===== src/logic/dcache_geom_pkg.sv =====
`default_nettype none

package dcache_geom_pkg;

    // Address split into tag, index and offset
    localparam int OFFSET_BITS = 4;
    localparam int INDEX_BITS  = 6;
    localparam int TAG_BITS    = 22;
    localparam int NUM_SETS    = 1 << INDEX_BITS;

    typedef logic [31:0] addr_t;
    typedef logic [31:0] word_t;
    typedef logic [3:0]  strb_t;

    // Sixteen bytes with word 0 in the low bits
    typedef logic [127:0] line_t;

    typedef logic [INDEX_BITS-1:0] index_t;
    typedef logic [TAG_BITS-1:0]   tag_t;

    // One bit names one of the two ways
    typedef logic way_t;

endpackage

`default_nettype wire


===== src/logic/dcache_line_merge.sv =====
`timescale 1ns/1ps
`default_nettype none

module dcache_line_merge (
    input  wire dcache_geom_pkg::line_t base_line,
    input  wire [1:0]                   word_sel,
    input  wire dcache_geom_pkg::word_t store_data,
    input  wire dcache_geom_pkg::strb_t store_strb,
    output dcache_geom_pkg::line_t      merged_line
);

    logic [6:0] word_base;

    assign word_base = {word_sel, 5'b00000};

    always_comb begin
        merged_line = base_line;
        // Strobe bit b covers byte b of the selected word
        for (int b = 0; b < 4; b++) begin
            if (store_strb[b]) begin
                merged_line[word_base + b*8 +: 8] = store_data[b*8 +: 8];
            end
        end
    end

endmodule

`default_nettype wire


===== config.mk =====
export PLATFORM = sky130hd
export DESIGN_NAME = dcache_line_merge
export DESIGN_NICKNAME = d
export VERILOG_FILES = /design/src/logic/dcache_geom_pkg.sv /design/src/logic/dcache_line_merge.sv
export SDC_FILE = /design/constraint.sdc
export NUM_CORES = 1
export LEC_CHECK = 0
export ABC_AREA = 1
export BUFFER_PORTS_ARGS = -buffer_cell sky130_fd_sc_hd__buf_2
export CAP_MARGIN = 20
export CORE_AREA = 2 2 115 117
export DETAILED_ROUTE_END_ITERATION = 10
export DIE_AREA = 0 0 117 119
export SYNTH_ARGS = -nofsm -noshare
export SYNTH_HDL_FRONTEND = slang
export SYNTH_SLANG_ARGS = --single-unit

===== constraint.sdc =====
create_clock -name vclk -period 4
set_clock_uncertainty 0.1 [all_clocks]
set_input_delay 0.2 -clock vclk [all_inputs]
set_output_delay 0.2 -clock vclk [all_outputs]
set_load 0.05 [all_outputs]

Word level (Yosys, flattened, before mapping) --
Cells that the tools add are included.
Word-level totals: bits in registers 0, input port bits 166, output and inout bits 128, logic and storage cells 23
Cells by class: add/sub/neg operators 7, shifts and indexed selects 8, muxes and demuxes 8
Operator list (count):
- 128-bit bitwise mux | 4
- 128-bit 2-to-1 mux | 4
- 8-bit by 34-bit variable shift with 128-bit output, first input constant | 4
- 8-bit by 34-bit indexed part select with 128-bit output | 4
- 8-bit negator with 34-bit output | 3
- 7-bit negator with 34-bit output | 1
- 7-bit by 5-bit adder with 8-bit output, second input constant | 2
- 7-bit by 4-bit adder with 8-bit output, second input constant | 1

Depth between registers and ports, before layout --
depth after elaboration 10, gate-level depth with buffers 9

Worst setup path after synthesis --
No wires, ideal clock.
path type input -> output, start input port word_sel[0], end output port merged_line[22], arrival time 1742 ps, path slack 1958 ps, stages 9, buffers on the path 3, cells stage by stage buf_2 -> inv_1 -> buf_4 -> ha_1 -> nand2_1 -> clkbuf_1 -> nor2_1 -> nand2_1 -> nand2_1
Between the ends: longest elaborated chain between the ends 10
RTL lines:
- from (decl) | line dcache_line_merge.sv:6 | input wire [1:0] word_sel,
- branches (longest 9 deep; another with 8-bit negator with 34-bit output)
- 128-bit 2-to-1 mux * | line dcache_line_merge.sv:20 | if (store_strb[b]) begin
- to (decl) | line dcache_line_merge.sv:9 | output dcache_geom_pkg::line_t merged_line
Mark *: on every way between the ends.

Final worst setup path --
start input port word_sel[0], end output port merged_line[110]
Same word-level chain as after synthesis.

==> flow_metrics.tcl <==
set metrics [dict create \
    status "finished clean" \
    grt_usage_pct 17.2 \
    core_area_sq_um 12900 \
    setup_viol 0 \
    clockBufferCount 0 \
    drv_slew 0 \
    ios 294 \
    design.seq.count 0 \
    avgSynthCellArea_sq_um 3.90 \
    endpoint_kind "output pin" \
    wl_met1_um 5930 \
    synth_nets 806 \
    grt_pass1_vias 4049 \
    die_h_um 119 \
    final-hold-violation-count 0 \
    fin_setup_tns_ns 0 \
    vias 4545 \
    grt_pass1_wl_um 19700 \
    syn_area_sq_um 2470 \
    yosys-top-cells-area "nand2_1, nor2_1, ha_1" \
    wl_met3_um 930 \
    synth_top_area_share_pct 69.3 \
    fillers 1571 \
    hold_buffers 0 \
    layoutNonFillerInstCount 1079 \
    cp_top_family "buffers and inverters" \
    tightest_slew_ns 0.699 \
    crit_path_start_kind "primary input" \
    ys_seq_area_share_pct 0 \
    yosys-top-cells-count "nand2_1, nor2_1, clkbuf_1, inv_1, buf_2" \
    powerDensity_nw_per_um2 174 \
    yosys.area.top_type "nand2_1" \
    yosysMostFrequentCell "nand2_1" \
    drtIter0Drc 226 \
    firstDrtPassIters 5 \
    route.antenna.remaining_nets 0 \
    multiInputGateArea_sq_um 2300 \
    path_cells "buf_2 -> buf_4 -> ha_1 -> a21oi_4 -> buf_4 -> nand2_1 -> nand2_1 -> buf_2" \
    cp_slowest_cell "a21oi_4" \
    ir_drop_uv 76.7 \
    via_per_inst 4.21 \
    hold_class "primary input to output pin" \
    p_total_uw 708 \
    dieWidth_um 117 \
    overflow 0 \
    ys_types 10 \
    drv_cap 0 \
    wl_per_cell_um 12.4 \
    min_period_ns 2.74 \
    top_layer "met4" \
    drive_gt1_share_pct 33.6 \
    cp_num_buf_inv 4 \
    n_antenna_cell 0 \
    cts_resized 0 \
    seqCellArea_sq_um 0 \
    max_stage_delay_ns 0.64 \
    rsz0062_at_grt "false" \
    post_cts_buffers 0 \
    drc 0 \
    synthCells 634 \
    leakage_nw 2.71 \
    antenna_found_initial 0 \
    wl_met2_um 6380 \
    num_rows 42 \
    start_util_pct 19.2 \
    routed_wl_um 13300 \
    period_share_pct 68.6 \
    worstPathArrival_ns 2.44 \
    place_congestion 0.882 \
    dp_hpwl_um 10800 \
    synthToLayoutAreaGrowth_pct 64.8 \
    critPathKind "primary input to output pin" \
    dieArea_sq_um 13900 \
    layout.nets 1077 \
    worst-path-max-fanout 29 \
    dp.cells 1079 \
    cp.required_ns 3.70 \
    port_buffers 294 \
    timing.fmax_ghz 0.364 \
    grt_max_degree 38 \
    yosys_warnings 0 \
    slew_headroom_pct 53.3 \
]
layout make-up:
cell class | count | share of cell area [%]
tap | 176 | 5.40
inverter | 14 | 1.29
multi-input combinational | 591 | 56.5
timing repair buffer | 298 | 36.8
path summary, 6_finish.rpt:
kind	startpoint	end	slack, ns	cells after the start
worst max-delay path	word_sel[0]	merged_line[110]	1.26	8
worst min-delay path	base_line[33]	merged_line[33]	0.69	4
power by group:
group	total, mW	internal [mW]	leakage, nW	switching (mW)
clock	0	0	0	0
combinational	0.708	0.178	2.71	0.530
sequential	0	0	0	0
total	0.708	0.178	2.71	0.530
placed cells by master, fill, tap and decap left out:
| cell type | n |
|---|---|
| nand2_1 | 457 |
| buf_2 | 294 |
| nor2_1 | 123 |
| inv_1 | 14 |
| ha_1 | 6 |
| buf_4 | 4 |
| a21oi_4 | 2 |
| nand2_2 | 2 |
| nor2_2 | 1 |
per-layer routing:
metal | vias up | global-route usage (%)
li1 | 2410 | -
met1 | 1933 | 23.0
met2 | 193 | 31.3
met3 | 9 | 1.22
met4 | 0 | 1.32
met5 | - | 0
metrics by stage:
stage	instance area (sq um)	hold slack [ns]	worst slack [ns]	utilization [%]
after floorplan	2470	0.626	1.96	-
after global placement	4080	0.685	1.23	31.7
after detailed placement	4080	0.686	1.20	31.7
after CTS	4080	0.686	1.20	31.7
after global routing	4080	0.699	1.07	31.7
final	4080	0.686	1.26	31.7
kinds of logic after synthesis:
| kind of cell | synth area share (%) |
|---|---|
| fa+ha+maj | 3.03 |
| compound gates | 0.405 |
| buf+inv | 7.79 |
| simple gates | 88.8 |
No activity file was read; power rests on OpenSTA's default activity.
