[src/logic/dcache_geom_pkg.sv]
`default_nettype none

package dcache_geom_pkg;

    // Address split into tag, index and offset
    localparam int OFFSET_BITS = 4;
    localparam int INDEX_BITS  = 6;
    localparam int TAG_BITS    = 22;
    localparam int NUM_SETS    = 1 << INDEX_BITS;

    typedef logic [31:0] addr_t;
    typedef logic [31:0] word_t;
    typedef logic [3:0]  strb_t;

    // Sixteen bytes with word 0 in the low bits
    typedef logic [127:0] line_t;

    typedef logic [INDEX_BITS-1:0] index_t;
    typedef logic [TAG_BITS-1:0]   tag_t;

    // One bit names one of the two ways
    typedef logic way_t;

endpackage

`default_nettype wire

[src/logic/dcache_ctrl_pkg.sv]
`default_nettype none

package dcache_ctrl_pkg;

    typedef enum logic [1:0] {
        IDLE          = 2'd0,
        REFILL        = 2'd1,
        WRITE_THROUGH = 2'd2
    } ctrl_state_t;

    // Command on the memory port
    typedef enum logic {
        MEM_RD = 1'b0,
        MEM_WR = 1'b1
    } mem_cmd_t;

endpackage

`default_nettype wire

[src/logic/dcache_ctrl.sv]
`timescale 1ns/1ps
`default_nettype none

module dcache_ctrl (
    input  wire                          clk,
    input  wire                          rst_n,
    input  wire dcache_geom_pkg::addr_t  paddr,
    input  wire                          req,
    input  wire                          we,
    input  wire dcache_geom_pkg::word_t  wdata,
    input  wire dcache_geom_pkg::strb_t  wstrb,
    input  wire                          hit,
    input  wire dcache_geom_pkg::way_t   hit_way,
    input  wire dcache_geom_pkg::way_t   victim_way,
    input  wire dcache_geom_pkg::line_t  hit_line,
    output dcache_geom_pkg::line_t       merge_base,
    output logic [1:0]                   merge_sel,
    output dcache_geom_pkg::word_t       merge_data,
    output dcache_geom_pkg::strb_t       merge_strb,
    input  wire dcache_geom_pkg::line_t  merged_line,
    output logic                         fill_en,
    output dcache_geom_pkg::way_t        fill_way,
    output dcache_geom_pkg::index_t      fill_index,
    output dcache_geom_pkg::tag_t        fill_tag,
    output dcache_geom_pkg::line_t       fill_line,
    output logic                         touch_en,
    output dcache_geom_pkg::index_t      touch_index,
    output dcache_geom_pkg::way_t        touch_mru,
    output logic                         valid_out,
    output logic                         mem_req,
    output logic                         mem_we,
    output dcache_geom_pkg::addr_t       mem_addr,
    output dcache_geom_pkg::line_t       mem_wdata,
    input  wire dcache_geom_pkg::line_t  mem_rdata,
    input  wire                          mem_ready,
    input  wire dcache_geom_pkg::addr_t  mem_resp_addr
);
    import dcache_geom_pkg::*;
    import dcache_ctrl_pkg::*;

    ctrl_state_t state;
    mem_cmd_t    mem_cmd;

    // Request held over a miss or a write-through
    addr_t miss_addr;
    word_t miss_wdata;
    strb_t miss_wstrb;
    logic  miss_we;
    way_t  miss_way;

    line_t wt_line;
    addr_t cur_addr;
    logic  accept;
    logic  resp_ok;
    logic  refill_done;

    // The cycle of valid_out still sees the old req, so skip it
    assign accept = (state == IDLE) && req && !valid_out;

    assign mem_addr    = {miss_addr[31:OFFSET_BITS], {OFFSET_BITS{1'b0}}};
    assign resp_ok     = mem_ready && (mem_resp_addr == mem_addr);
    assign refill_done = (state == REFILL) && resp_ok;

    // Live store in IDLE, held store over the refill data
    always_comb begin
        if (state == REFILL) begin
            merge_base = mem_rdata;
            merge_sel  = miss_addr[3:2];
            merge_data = miss_wdata;
            merge_strb = miss_wstrb;
        end else begin
            merge_base = hit_line;
            merge_sel  = paddr[3:2];
            merge_data = wdata;
            merge_strb = wstrb;
        end
    end

    assign cur_addr   = (state == IDLE) ? paddr : miss_addr;
    assign fill_index = cur_addr[OFFSET_BITS +: INDEX_BITS];
    assign fill_tag   = cur_addr[OFFSET_BITS + INDEX_BITS +: TAG_BITS];
    assign fill_way   = (state == IDLE) ? hit_way : miss_way;
    assign fill_line  = ((state == REFILL) && !miss_we) ? mem_rdata : merged_line;
    assign fill_en    = (accept && hit && we) || refill_done;

    // Hits and completed refills both make the way most recent
    assign touch_en    = (accept && hit) || refill_done;
    assign touch_index = fill_index;
    assign touch_mru   = fill_way;

    assign mem_req   = (state != IDLE);
    assign mem_cmd   = (state == WRITE_THROUGH) ? MEM_WR : MEM_RD;
    assign mem_we    = mem_req && (mem_cmd == MEM_WR);
    assign mem_wdata = wt_line;

    always_ff @(posedge clk or negedge rst_n) begin
        if (!rst_n) begin
            state     <= IDLE;
            valid_out <= 1'b0;
            miss_we   <= 1'b0;
        end else begin
            valid_out <= 1'b0;
            case (state)
                IDLE: begin
                    if (accept) begin
                        miss_we <= we;
                        if (!hit) begin
                            state <= REFILL;
                        end else if (we) begin
                            state <= WRITE_THROUGH;
                        end else begin
                            valid_out <= 1'b1;
                        end
                    end
                end
                REFILL: begin
                    // A wrong response address leaves the read request up
                    if (resp_ok) begin
                        state <= miss_we ? WRITE_THROUGH : IDLE;
                    end
                end
                WRITE_THROUGH: begin
                    if (mem_ready) begin
                        state     <= IDLE;
                        valid_out <= 1'b1;
                    end
                end
                default: begin
                    state <= IDLE;
                end
            endcase
        end
    end

    always_ff @(posedge clk) begin
        if (accept) begin
            miss_addr  <= paddr;
            miss_wdata <= wdata;
            miss_wstrb <= wstrb;
            miss_way   <= victim_way;
        end
        if ((accept && hit && we) || (refill_done && miss_we)) begin
            wt_line <= merged_line;
        end
    end

endmodule

`default_nettype wire

[config.mk]
export PLATFORM = sky130hd
export DESIGN_NAME = dcache_ctrl
export DESIGN_NICKNAME = d
export VERILOG_FILES = /design/src/logic/dcache_geom_pkg.sv /design/src/logic/dcache_ctrl_pkg.sv /design/src/logic/dcache_ctrl.sv
export SDC_FILE = /design/constraint.sdc
export NUM_CORES = 1
export LEC_CHECK = 0
export BUFFER_PORTS_ARGS = -buffer_cell sky130_fd_sc_hd__buf_4
export CAP_MARGIN = 15
export CORE_AREA = 2 2 384 386
export CTS_CLUSTER_DIAMETER = 150
export DETAILED_ROUTE_END_ITERATION = 10
export DIE_AREA = 0 0 386 388
export PLACE_DENSITY = 0.32
export SETUP_SLACK_MARGIN = 0.05
export SLEW_MARGIN = 20
export SYNTH_ARGS = -nofsm -noshare
export SYNTH_HDL_FRONTEND = slang
export SYNTH_SLANG_ARGS = --single-unit
export TNS_END_PERCENT = 50
[constraint.sdc]
create_clock -name clk -period 8.4 [get_ports clk]
set_clock_uncertainty 0.05 [all_clocks]
set_input_delay 0.42 -clock clk [delete_from_list [all_inputs] [get_ports clk]]
set_output_delay 0.42 -clock clk [all_outputs]
set_load 0.01 [all_outputs]
# ---- Word-level counts from Yosys, hierarchy flattened
# Cells that the tools add are included.
dict set report totals {
  input_bits 492
  output_inout_bits 495
  ff_bits 201
}
dict set report classes {
  n_eq_ne 7
  reduce_logical 18
  n_mux 20
}
# cell count
set ops {}
lappend ops {{2-to-1 mux 128 bit} 2}
lappend ops {{2-to-1 mux 32 bit} 2}
lappend ops {{== test 32 bit} 1}
lappend ops {{2-to-1 mux 2 bit} 7}
lappend ops {{logical AND 1 bit} 9}
lappend ops {{2-to-1 mux 1 bit} 6}
lappend ops {{inequality test 2 bit (second input constant)} 3}
lappend ops {{one-hot mux 2 bit (3 select lines)} 1}
lappend ops {{2-to-1 mux 4 bit} 1}
lappend ops {{AND reduction 4 bit} 1}
lappend ops {{logical OR 1 bit} 3}
lappend ops {{inequality test 3 bit (second input constant)} 1}
lappend ops {{== test 2 x 1 -> 1 bit (second input constant)} 1}
lappend ops {{== test 2 bit (second input constant)} 1}
lappend ops {{zero test 1 bit} 2}
lappend ops {{zero test 2 bit} 1}
lappend ops {{one-hot mux 1 bit (2 select lines)} 1}
lappend ops {{AND reduction 2 bit} 1}
lappend ops {{nonzero test 2 bit} 1}

# ---- Depth between registers and ports, before layout
dict set report depth {
  ltp_word 6
  mapped_depth 6
  mapped_depth_nobuf 5
}

# ---- Least setup slack after synthesis
# Ideal clock, no wire load.
dict set report synth_path {
  path_kind {reg-to-reg}
  startpoint {register state[1]}
  endpoint {register wt_line[0] (netlist: mem_wdata[0]), enable pin}
  setup_time_ns 0.631
  stages_incl_launch_ff 6
  arrival_time_ns 8.060
  n_path_buf 0
  t_required_ns 7.719
  path_slack_ns -0.341
  cell_sequence {dfrtp_1 > nor2_1 > inv_1 > nor3b_2 > nand3_1 > o21ai_1}
}
dict set report synth_between {
  elab_chain_len 6
  word_cells_on_any_way 9
  classes_between {eq/ne (1); reduce/logical (8)}
}
# item line
set synth_lines {}
lappend synth_lines {{start, declared} dcache_ctrl.sv:41} ;# ctrl_state_t state;
lappend synth_lines {{start signal, assigned} dcache_ctrl.sv:119} ;# state <= miss_we ? WRITE_THROUGH : IDLE;
lappend synth_lines {{zero test 2 bit} dcache_ctrl.sv:58} ;# assign accept = (state == IDLE) && req && !valid_out;
lappend synth_lines {{logical AND 1 bit (2 in series)} dcache_ctrl.sv:58}
lappend synth_lines {{logical AND 1 bit (2 in series)} dcache_ctrl.sv:142} ;# if ((accept && hit && we) || (refill_done && miss_we)) begin
lappend synth_lines {{logical OR 1 bit *} dcache_ctrl.sv:142}
lappend synth_lines {{end signal, assigned} dcache_ctrl.sv:143} ;# wt_line <= merged_line;
lappend synth_lines {{end, declared} dcache_ctrl.sv:51} ;# line_t wt_line;
# Every way passes the cells marked *; elsewhere a longest branch is shown, timed or not.
# A chain may end at the register's enable or synchronous reset.

# ---- Worst setup path after layout
dict set report layout_path {
  startpoint {register state[1]}
  endpoint {output port touch_en}
}
dict set report layout_between {
  elab_chain_len 5
  word_cells_on_any_way 7
  classes_between {eq/ne (1); reduce/logical (6)}
}
# item line
set layout_lines {}
lappend layout_lines {{zero test 2 bit} dcache_ctrl.sv:58}
lappend layout_lines {{logical AND 1 bit (2 in series)} dcache_ctrl.sv:58}
lappend layout_lines {{logical AND 1 bit} dcache_ctrl.sv:87} ;# assign touch_en = (accept && hit) || refill_done;
lappend layout_lines {{logical OR 1 bit *} dcache_ctrl.sv:87}
lappend layout_lines {{end, declared} dcache_ctrl.sv:26} ;# output logic touch_en,
# Marks and branches as above.

==> qor.csv <==
stage,metric,value,unit
timing,final hold slack,0.06640,ns
global_route,vias in the first global route,12230,
clocking,CTS tree,done,
yosys,Yosys top cell area share,55.25,%
detailed_routing,Via density,2.954,
floorplanning,Die Span Y,388,um
yosys,Area contributors post-synth,"edfxtp_1, nand2_1, mux2_2",
yosys,Mapped Cells,1016,
hold_path,Worst Hold Class,primary input to flop,
pwr,P per Cell Area,267.5,mW/mm2
setup_path,worst path bufs/invs,5,
layout,Finished Layout Cells,4046,
detailed_routing,Initial DRT Pass Iterations,4,
pwr,Comb pwr share,62.7,%
yosys,number of synthesis warnings,0,
clocking,Sink Count,199,
setup_path,Crit path largest cell delay,0.70,ns
timing,endpoints failing setup,0,
setup_path,Setup crit start kind,flop,
global_route,first-pass GRT wire length,116.5,mm
global_route,antenna violations before repair,42,
layout,FF/Latch Area,0.005956,mm2
yosys,most numerous cell in the Yosys netlist,nand2_1,
clocking,CTS Root Buffer Type,clkbuf_16,
floorplanning,core area,0.1452,mm2
layout,design area,0.02236,mm2
timing,count of final hold-check violations,0,
clocking,clock transition at the registers of the reported paths,0.09,ns
layout,multi-input logic area,0.004155,mm2
detailed_routing,DRC viols,0,
yosys,Yosys reg bits,199,
yosys,Synth area leader,edfxtp_1,
placed_design,post-DP HPWL,79.65,mm
setup_path,Critical Path Fanout Max,55,
layout,final core utilization,15.40,%
pwr,Switching Share,45.08,%
detailed_routing,antenna-violating nets left,0,
setup_path,Worst Path Arrival,3.43,ns
clocking,H-tree levels,4,
global_route,GRT Util Overall,11.83,%
yosys,Post-synth EDFFs,195,
placed_design,Port Buf Inserts,980,
timing,min Tclk post-route,3.897,ns
status,outcome,finished clean,
yosys,syn_area_per_cell,10.43,um2
pwr,VDD IR max,0.1147,mV
setup_path,Worst path slowest cell,buf_4,
layout,share of layout cells above drive strength 1,56.03,%
run,Max Cap Viol,0,
layout,Filler Cells Inserted,16530,
timing,Worst Max-Slew Pin Slew,0.9403,ns
global_route,largest net degree at the start of global routing,63,
pwr,internal power,3.284,mW
timing,relative slew slack,37.32,%
floorplanning,FP Rows,140,
floorplanning,die outline area,0.1498,mm2
timing,RSZ-0062 raised after global routing,no,
clocking,Skew-Pair Late Insertion Delay,0.53,ns
yosys,commonest cells in the synthesized netlist,"nand2_1, edfxtp_1, mux2_2",
setup_path,WP data required,7.93,ns
detailed_routing,WL/cell,22.89,um
detailed_routing,final wirelength,92.61,mm
detailed_routing,number of DRC markers in iteration 0,536,
pwr,Clock power frac,16.3,%
pwr,leakage power,9.913,nW
placed_design,placed cell count,3836,
setup_path,CP Cell Sequence,"nor2_2, buf_4, inv_1, nor3b_4, buf_6, buf_4, nand2_1, nand2_1, buf_4",
detailed_routing,DR vias,11950,
setup_path,Crit Path Class,flop to primary output,
setup_path,CP dominant cell by count,buf_4,
yosys,"FFs w/ async S/R, synth",2.010,%
floorplanning,Top-Level Pins,987,
global_route,Congestion Overflow GR,0,
clocking,CTS max path bufs,2,
clocking,Num CTS Buffers,17,
setup_path,CP top delay family,buffers and inverters,
timing,Tcrit/Tclk final,46.40,%
timing,final slew viol count,0,
floorplanning,die width,386,um
pwr,Psw,2.696,mW
setup_path,CP endpoint kind,primary output,
layout,synthesis-to-finish area growth,111.0,%
layout,# nets final,2603,
yosys,"Seq/Total Area, Yosys",56.20,%
floorplanning,initial core utilization,7.298,%
yosys,Unique masters post-synth,28,
timing,setup_tns,0,ns
placed_design,RePlAce Congestion,0.8675,
placed_design,placed cell area,0.01999,mm2
yosys,post-synth design cell area,0.01060,mm2
timing,FMAX,256.6,MHz
pwr,Seq pwr share,21.0,%
yosys,commonest register cell after synthesis,edfxtp_1,
## cell usage in the layout, fill, tap and decap left out, types with 2 or more instances in the layout
master,instances
buf_4,994
bufinv_16,3
clkbuf_16,17
clkinv_4,4
conb_1,4
dfrtp_1,4
diode_2,5
dlygate4sd3_1,172
edfxtp_1,195
inv_1,6
inv_6,2
inv_8,3
mux2_2,155
nand2_1,505
nand3_1,2
nand4_1,6
nor2_1,2
nor4_4,2
o21ai_0,4
xnor2_1,24
## sequential cells by signal, summed over array words and instances, names as in the netlist
signal / cells
miss_wdata: 32
state: 2
valid_out: 1
miss_wstrb: 4
miss_we: 1
mem_wdata: 128
miss_way: 1
miss_addr: 30
## cell families after synthesis
family,synth area share [%]
AO/OA/AOI/OAI,0.6966
XOR/XNOR,2.066
buffers and inverters,5.100
flip-flops,56.20
multiplexers,16.47
other,0.03539
AND/OR/NAND/NOR,19.43
## what timing repair did
item	4_1_cts	5_1_grt
resized for setup	0	0
hold buffers	172	0
buffers inserted	0	0
endpoints found under the hold margin	176	0
## worst paths after layout
path | start | end | slack [ns] | cells after the start
min in group asynchronous | rst_n | valid_out$_DFF_PN0_ | 0.20 | 2
worst max-delay path | state[1]$_DFFE_PN0P_ | touch_en | 4.50 | 9
worst min-delay path | merged_line[38] | mem_wdata[38]$_DFFE_PP_ | 0.07 | 1
worst min register to register | valid_out$_DFF_PN0_ | miss_addr[31]$_DFFE_PN_ | 0.61 | 1
max in group asynchronous | rst_n | miss_we$_DFFE_PN0P_ | 8.00 | 2
worst max register to register | miss_addr[28]$_DFFE_PN_ | mem_wdata[98]$_DFFE_PP_ | 4.85 | 6
## metal layers
layer | global-route usage (%) | share of wire, % | up-vias | wire, um
met5 | 0 | 0.051 | - | 47
met4 | 2.490 | 1.7 | 10 | 1562
met3 | 4.261 | 8.5 | 89 | 7873
met2 | 19.99 | 48 | 617 | 44360
met1 | 14.26 | 42 | 5677 | 38760
li1 | - | - | 5560 | -
## power groups by stage
stage / logic, mW / registers [mW] / clock network, mW
floorplan: 1.61 / 1.29 / 0
global placement: 3.83 / 1.28 / 0
detailed placement: 3.79 / 1.28 / 0
CTS: 3.89 / 1.26 / 1.05
global route: 4.04 / 1.27 / 1.07
finish: 3.75 / 1.26 / 0.972
## metrics by stage
stage / power [mW] / setup WS (ns)
after floorplan: 2.897 / 2.015
after global placement: 5.106 / 4.158
after detailed placement: 5.069 / 4.163
after CTS: 6.195 / 3.963
after global routing: 6.374 / 4.142
final: 5.980 / 4.503
## area by class of cell
| type | instances | share of cell area (%) |
|---|---|---|
| diodes | 5 | 0.05597 |
| clock buffers | 18 | 1.920 |
| clock inverters | 14 | 0.8395 |
| inverters | 6 | 0.1007 |
| multi-input cells | 720 | 18.59 |
| flip-flops and latches | 199 | 26.64 |
| well taps | 1917 | 10.73 |
| repair buffers | 1167 | 41.13 |
Note: power is estimated with default switching activity, not from simulation.
